==> src/hdl/loader_params.svh <==
/*
 * ROM loader parameters
 * Widths, load indices and timing constants of the download path
 */
`ifndef LOADER_PARAMS_SVH
`define LOADER_PARAMS_SVH

// Host byte address and SDRAM word address
`define LOAD_AW      27
`define PROG_AW      23

// ioctl_index values
`define LOAD_IDX_ROM 8'd0
`define LOAD_IDX_DIP 8'd254

// ROM header bytes skipped before programming starts
`define HDR_LEN      32

// Game held in reset this long after the last write
`define TAIL_CYCLES  16
`define TAIL_W       5

// All switches off
`define DIP_DEFAULT  32'hffff_ffff

`endif
==> src/hdl/loader_pkg.sv <==
/*
 * ROM loader types
 * FSM states, write kinds and the host and programming buses
 */
`include "loader_params.svh"

package loader_pkg;

    typedef enum logic [1:0] {
        IDLE     = 2'd0,
        ACTIVE   = 2'd1,
        WAIT_RDY = 2'd2,
        TAIL     = 2'd3
    } load_state_e;

    typedef enum logic [1:0] {
        KIND_NONE = 2'd0,
        KIND_ROM  = 2'd1,
        KIND_DIP  = 2'd2
    } load_kind_e;

    // One byte write from the HPS
    typedef struct packed {
        logic [`LOAD_AW-1:0] addr;
        logic [7:0]          data;
        logic [7:0]          index;
    } host_wr_t;

    // Word write to the SDRAM loader where a high mask bit skips its byte
    typedef struct packed {
        logic [`PROG_AW-1:0] addr;
        logic [15:0]         data;
        logic [1:0]          mask;
    } prog_req_t;

endpackage

==> src/hdl/mister_loader.sv <==
/*
 * MiSTer ROM download front end
 * Feeds the SDRAM loader and the DIP word from HPS writes
 */
module mister_loader (
    input  logic                  clk_rom,
    input  logic                  arst_n,
    // HPS download port
    input  logic                  hps_download,
    input  logic                  hps_wr,
    input  loader_pkg::host_wr_t  hps_bus,
    output logic                  hps_wait,
    // SDRAM loader
    output loader_pkg::prog_req_t prog,
    output logic                  prog_we,
    input  logic                  prog_rdy,
    // Control word and game reset hold
    output logic [31:0]           dipsw,
    output logic                  downloading
);

    logic rom_load;
    logic dip_load;
    logic tail_start;
    logic tail_done;

    loader_fsm u_fsm (
        .clk_rom      ( clk_rom      ),
        .arst_n       ( arst_n       ),
        .hps_download ( hps_download ),
        .hps_wr       ( hps_wr       ),
        .hps_bus      ( hps_bus      ),
        .prog_rdy     ( prog_rdy     ),
        .tail_done    ( tail_done    ),
        .rom_load     ( rom_load     ),
        .dip_load     ( dip_load     ),
        .prog_we      ( prog_we      ),
        .hps_wait     ( hps_wait     ),
        .tail_start   ( tail_start   ),
        .downloading  ( downloading  )
    );

    loader_timer u_timer (
        .clk_rom      ( clk_rom      ),
        .arst_n       ( arst_n       ),
        .tail_start   ( tail_start   ),
        .tail_done    ( tail_done    )
    );

    prog_packer u_packer (
        .clk_rom      ( clk_rom      ),
        .arst_n       ( arst_n       ),
        .rom_load     ( rom_load     ),
        .hps_bus      ( hps_bus      ),
        .prog         ( prog         )
    );

    dip_regs u_dip (
        .clk_rom      ( clk_rom      ),
        .arst_n       ( arst_n       ),
        .dip_load     ( dip_load     ),
        .hps_bus      ( hps_bus      ),
        .dipsw        ( dipsw        )
    );

endmodule

==> src/hdl/loader_fsm.sv <==
/*
 * Loader control FSM
 * Sorts host writes by index and paces them against the SDRAM loader
 */
`include "loader_params.svh"

module loader_fsm (
    input  logic                 clk_rom,
    input  logic                 arst_n,
    input  logic                 hps_download,
    input  logic                 hps_wr,
    input  loader_pkg::host_wr_t hps_bus,
    input  logic                 prog_rdy,
    input  logic                 tail_done,
    output logic                 rom_load,
    output logic                 dip_load,
    output logic                 prog_we,
    output logic                 hps_wait,
    output logic                 tail_start,
    output logic                 downloading
);

    loader_pkg::load_state_e state, state_nxt;
    loader_pkg::load_kind_e  load_kind;
    logic                    accept;

    // A write can land on the very first cycle of hps_download
    assign accept = hps_wr && hps_download && (state != loader_pkg::WAIT_RDY);

    always_comb begin
        load_kind = loader_pkg::KIND_NONE;
        if (hps_bus.index == `LOAD_IDX_ROM) begin
            // Header bytes are dropped
            if (hps_bus.addr >= `LOAD_AW'(`HDR_LEN)) begin
                load_kind = loader_pkg::KIND_ROM;
            end
        end else if (hps_bus.index == `LOAD_IDX_DIP) begin
            load_kind = loader_pkg::KIND_DIP;
        end
    end

    assign rom_load = accept && (load_kind == loader_pkg::KIND_ROM);
    assign dip_load = accept && (load_kind == loader_pkg::KIND_DIP);

    always_comb begin
        state_nxt = state;
        case (state)
            loader_pkg::IDLE, loader_pkg::TAIL: begin
                if (rom_load) begin
                    state_nxt = loader_pkg::WAIT_RDY;
                end else if (hps_download) begin
                    state_nxt = loader_pkg::ACTIVE;
                end else if (state == loader_pkg::TAIL && tail_done) begin
                    state_nxt = loader_pkg::IDLE;
                end
            end
            loader_pkg::ACTIVE: begin
                if (rom_load) begin
                    state_nxt = loader_pkg::WAIT_RDY;
                end else if (!hps_download) begin
                    state_nxt = loader_pkg::TAIL;
                end
            end
            loader_pkg::WAIT_RDY: begin
                if (prog_rdy) begin
                    state_nxt = loader_pkg::ACTIVE;
                end
            end
            default: state_nxt = loader_pkg::IDLE;
        endcase
    end

    always_ff @(posedge clk_rom or negedge arst_n) begin
        if (!arst_n) begin
            state <= loader_pkg::IDLE;
        end else begin
            state <= state_nxt;
        end
    end

    // Host stays held off while the word is pending
    assign prog_we     = (state == loader_pkg::WAIT_RDY);
    assign hps_wait    = (state == loader_pkg::WAIT_RDY);
    assign tail_start  = (state == loader_pkg::ACTIVE) && !hps_download;
    assign downloading = (state != loader_pkg::IDLE);

endmodule

==> src/hdl/dip_regs.sv <==
/*
 * DIP switch word
 * Built byte by byte from the DIP download index
 */
`include "loader_params.svh"

module dip_regs (
    input  logic                 clk_rom,
    input  logic                 arst_n,
    input  logic                 dip_load,
    input  loader_pkg::host_wr_t hps_bus,
    output logic [31:0]          dipsw
);

    always_ff @(posedge clk_rom or negedge arst_n) begin
        if (!arst_n) begin
            dipsw <= `DIP_DEFAULT;
        end else if (dip_load) begin
            // Byte lane from the two low address bits
            dipsw[hps_bus.addr[1:0]*8 +: 8] <= hps_bus.data;
        end
    end

endmodule

==> src/hdl/prog_packer.sv <==
/*
 * Programming request register
 * Turns a ROM byte into an SDRAM word write with byte mask
 */
`include "loader_params.svh"

module prog_packer (
    input  logic                  clk_rom,
    input  logic                  arst_n,
    input  logic                  rom_load,
    input  loader_pkg::host_wr_t  hps_bus,
    output loader_pkg::prog_req_t prog
);

    logic [`LOAD_AW-1:0] rom_offset;

    // Byte offset past the header
    assign rom_offset = hps_bus.addr - `LOAD_AW'(`HDR_LEN);

    always_ff @(posedge clk_rom or negedge arst_n) begin
        if (!arst_n) begin
            prog <= '0;
        end else if (rom_load) begin
            prog.addr <= rom_offset[`PROG_AW:1];
            prog.data <= {hps_bus.data, hps_bus.data};
            // Odd bytes go to the upper lane, so the low lane is masked
            prog.mask <= {~hps_bus.addr[0], hps_bus.addr[0]};
        end
    end

endmodule

==> src/hdl/loader_timer.sv <==
/*
 * Download tail timer
 * Pulses tail_done a fixed number of cycles after tail_start
 */
`include "loader_params.svh"

module loader_timer (
    input  logic clk_rom,
    input  logic arst_n,
    input  logic tail_start,
    output logic tail_done
);

    logic [`TAIL_W-1:0] cnt;

    always_ff @(posedge clk_rom or negedge arst_n) begin
        if (!arst_n) begin
            cnt <= '0;
        end else if (tail_start) begin
            cnt <= `TAIL_W'(`TAIL_CYCLES);
        end else if (cnt != '0) begin
            // Stops at zero
            cnt <= cnt - 1'b1;
        end
    end

    // Last counting cycle
    assign tail_done = (cnt == `TAIL_W'(1));

endmodule

==> config.mk <==
export PLATFORM = sky130hd
export DESIGN_NAME = mister_loader
export DESIGN_NICKNAME = d
export VERILOG_FILES = /design/src/hdl/loader_pkg.sv /design/src/hdl/mister_loader.sv /design/src/hdl/loader_fsm.sv /design/src/hdl/dip_regs.sv /design/src/hdl/prog_packer.sv /design/src/hdl/loader_timer.sv
export VERILOG_INCLUDE_DIRS = /design/src /design/src/hdl
export SDC_FILE = /design/constraint.sdc
export NUM_CORES = 1
export LEC_CHECK = 0
export BUFFER_PORTS_ARGS = -buffer_cell sky130_fd_sc_hd__buf_2
export CAP_MARGIN = 10
export CORE_MARGIN = 4
export CORE_UTILIZATION = 45
export DETAILED_ROUTE_END_ITERATION = 16
export PLACE_DENSITY = 0.82
export SLEW_MARGIN = 40
export SYNTH_ARGS = -nofsm -noshare
export SYNTH_HDL_FRONTEND = slang
export SYNTH_SLANG_ARGS = --single-unit
==> constraint.sdc <==
create_clock -name clk_rom -period 2.6 [get_ports clk_rom]
set_clock_uncertainty 0.1 [all_clocks]
set_input_delay 0 -clock clk_rom [delete_from_list [all_inputs] [get_ports clk_rom]]
set_output_delay 0 -clock clk_rom [all_outputs]
set_load 0.02 [all_outputs]
==> results.json <==
{
  "num-nets-final": 556,
  "die_area_mm2": 0.00957,
  "synth_top_area_frac": 0.276,
  "diodes": 0,
  "crit_arrival_ns": 2.58,
  "ys_warn_count": 0,
  "switching_share": 0.311,
  "hold_ws_ns": 0.00338,
  "start_util": 0.465,
  "dr.first_iter.drc_count": 118,
  "yosys.cell_types.count": 46,
  "postRouteAntennaNets": 0,
  "post-route-period-util": 0.945,
  "synth_area_leaders": "dfrtp_1 28%, dfstp_2 23%, mux2_2 7.4%",
  "fmax_mhz": 407,
  "hold_start": "hps_bus[38]",
  "slew_violations": 0,
  "setup_tns_ns": 0,
  "rsz0062_at_grt": "false",
  "rr_startpoint": "u_fsm.state[0]$_DFFE_PN0P_",
  "synth_area_mm2": 0.00363,
  "peakVddDrop_mv": 0.261,
  "die_w_um": 97.8,
  "layout_commonest_cell": "buf_2",
  "ys_ff_latch": 72,
  "period_needed_ns": 2.46,
  "nFillCells": 643,
  "crit_fanout": 16,
  "grt_pass1_vias": 3232,
  "cts_buffer_depth": 2,
  "grt_max_degree": 40,
  "reg2reg_to": "u_packer.prog[0]$_DFFE_PN0P_",
  "dpl_cell_area_mm2": 0.00432,
  "worstSetupPathType": "in -> reg",
  "htreeDepth": 3,
  "final_cell_mix": "122 x buf_2, 40 x dfrtp_1, 34 x inv_1",
  "maxCapViolations": 0,
  "end_kind": "flip-flop",
  "synthArstFlopShare": 1.00,
  "final_area_mm2": 0.00483,
  "gr-total-overflow": 0,
  "drc": 0,
  "utilization": 0.619,
  "endpoint": "u_packer.prog[0]$_DFFE_PN0P_",
  "rr_worst_depth": 7,
  "crit_path_start_kind": "primary input",
  "antenna_found_initial": 0,
  "synthFlopType": "dfrtp_1",
  "min_path_type": "in -> reg",
  "cts-buffers-inserted": 9,
  "worst_pin_slew_ns": 0.473,
  "cts_setup_buffers": 0,
  "required_ns": 2.72,
  "hold_viol": 0,
  "reg2reg_slack_ns": 0.18,
  "cts_tree": "built",
  "syn_to_final_growth_pct": 33.0,
  "core_mm2": 0.00781,
  "layout_setup_ws_ns": 0.142,
  "wl_per_cell_um": 15.6,
  "intPower_mw": 1.91,
  "synth_top_area_cell": "dfrtp_1",
  "p_seq_frac": 0.458,
  "yosysSeqAreaShare": 0.507,
  "p_sw_uw": 863,
  "io_pins": 124,
  "synth_edf_count": 0,
  "syn_avg_cell_area_um2": 10.5,
  "power.density_mw_per_mm2": 573,
  "grtUsageTotal": 0.204,
  "portBuffers": 123,
  "clk_latency_ns": 0.34,
  "status": "complete, no violations",
  "p_leak_nw": 2.53,
  "num_vias": 3097,
  "grt_pass1_wl_mm": 15.7,
  "die_h_um": 97.8,
  "drt-pass1-iter-count": 4,
  "wirelength_mm": 9.40,
  "clock_power_share": 0.312,
  "dp_hpwl_mm": 6.86,
  "syn_nets": 405,
  "clock_sinks": 72,
  "power_frac_comb": 0.230,
  "setup_viol": 0,
  "gp_congestion": 0.853,
  "syn_inst": 345,
  "slew_headroom": 0.684,
  "clk_pin_slew_ns": 0.08,
  "drive_gt1_frac": 0.419,
  "crit_start": "hps_bus[16]",
  "routed_via_density": 5.14,
  "dp_slack_ns": 0.190,
  "cts_root_buffer": "clkbuf_8",
  "rows": 32
}
==> stage by stage <==
step                      instances  power [mW]
after floorplan                 345        1.66
after global placement          557        1.85
after detailed placement        557        1.88
after CTS                       603        2.79
after global routing            603        2.93
final                           603        2.77
==> flip-flops by register name, indices dropped and copies added, names as in the netlist <==
register,count
u_timer.cnt,5
u_dip.dipsw,32
u_fsm.state,2
u_packer.prog,33
==> cell type report <==
type                    instances  area, um2  share of cell area
flip-flops and latches         72       1840               0.381
inverters                      34        128              0.0264
repair buffers                159        988               0.205
multi-input cells             220       1550               0.320
clock inverters                 5       35.0             0.00725
clock buffers                  11        163              0.0337
well taps                     102        128              0.0264
==> logic make-up after synthesis <==
kind of cell               count (synthesis)  synth area share
AOI/OAI and AO/OA                         45            0.0703
muxes                                     33             0.102
adders and majority gates                 12            0.0413
buffers and inverters                     53            0.0685
xor gates and xnor gates                  17            0.0410
DFF                                       72             0.507
and+or+nand+nor                          113             0.169
==> worst max-delay path: stages <==
cell	delay [ns]
dlygate4sd3_1	0.54
buf_2	0.17
inv_1	0.14
ha_2	0.27
nor4b_1	0.27
nand4_1	0.15
and4_4	0.26
or2_1	0.23
buf_4	0.21
mux2_1	0.34
==> power groups by stage <==
| stage | clock, mW | sequential [mW] | combinational, mW |
|---|---|---|---|
| after floorplan | 0 | 1.30 | 0.365 |
| after global placement | 0 | 1.28 | 0.568 |
| after detailed placement | 0 | 1.29 | 0.595 |
| after CTS | 0.885 | 1.27 | 0.633 |
| after global routing | 0.938 | 1.28 | 0.714 |
| final | 0.864 | 1.27 | 0.637 |
==> per-layer routing <==
| metal | vias to the layer above | wire [um] | part of all wire | global-route usage |
|---|---|---|---|---|
| li1 | 1481 | - | - | - |
| met2 | 142 | 4610 | 0.49 | 0.352 |
| met4 | 0 | 148 | 0.016 | 0.0777 |
| met3 | 12 | 767 | 0.082 | 0.0514 |
| met5 | - | 0 | 0 | 0 |
| met1 | 1462 | 3880 | 0.41 | 0.246 |
==> worst min-delay path by stage <==
| stage | to | slack (ns) | cells after the start |
|---|---|---|---|
| 3_5_place_dp | u_packer.prog[30]$_DFFE_PN0P_ | 0.02 | 1 |
| 3_3_place_gp | u_packer.prog[30]$_DFFE_PN0P_ | 0.02 | 1 |
| 5_1_grt | u_packer.prog[39]$_DFFE_PN0P_ | 0.01 | 3 |
| 2_1_floorplan | u_fsm.state[0]$_DFFE_PN0P_ | -0.40 | 0 |
| 4_1_cts | u_packer.prog[38]$_DFFE_PN0P_ | 0.001 | 3 |
| 6_report | u_packer.prog[39]$_DFFE_PN0P_ | 0.003 | 3 |
==> cell usage after synthesis, types with 9 or more instances <==
cell type,count
ha_1,12
mux2_1,9
dfrtp_1,40
o21ai_0,32
xor2_1,9
inv_1,34
mux2_2,24
nand3_1,28
nor2_1,13
nand2_1,28
dfstp_2,32
buf_4,10
nor3_1,9
==> what timing repair did <==
action | 4_1_cts | 5_1_grt
hold buffers | 30 | 0
setup endpoints to repair | 0 | 15
resized for setup | 0 | 3
endpoints found under the hold margin | 82 | 0
No activity file was read; power rests on OpenSTA's default activity.
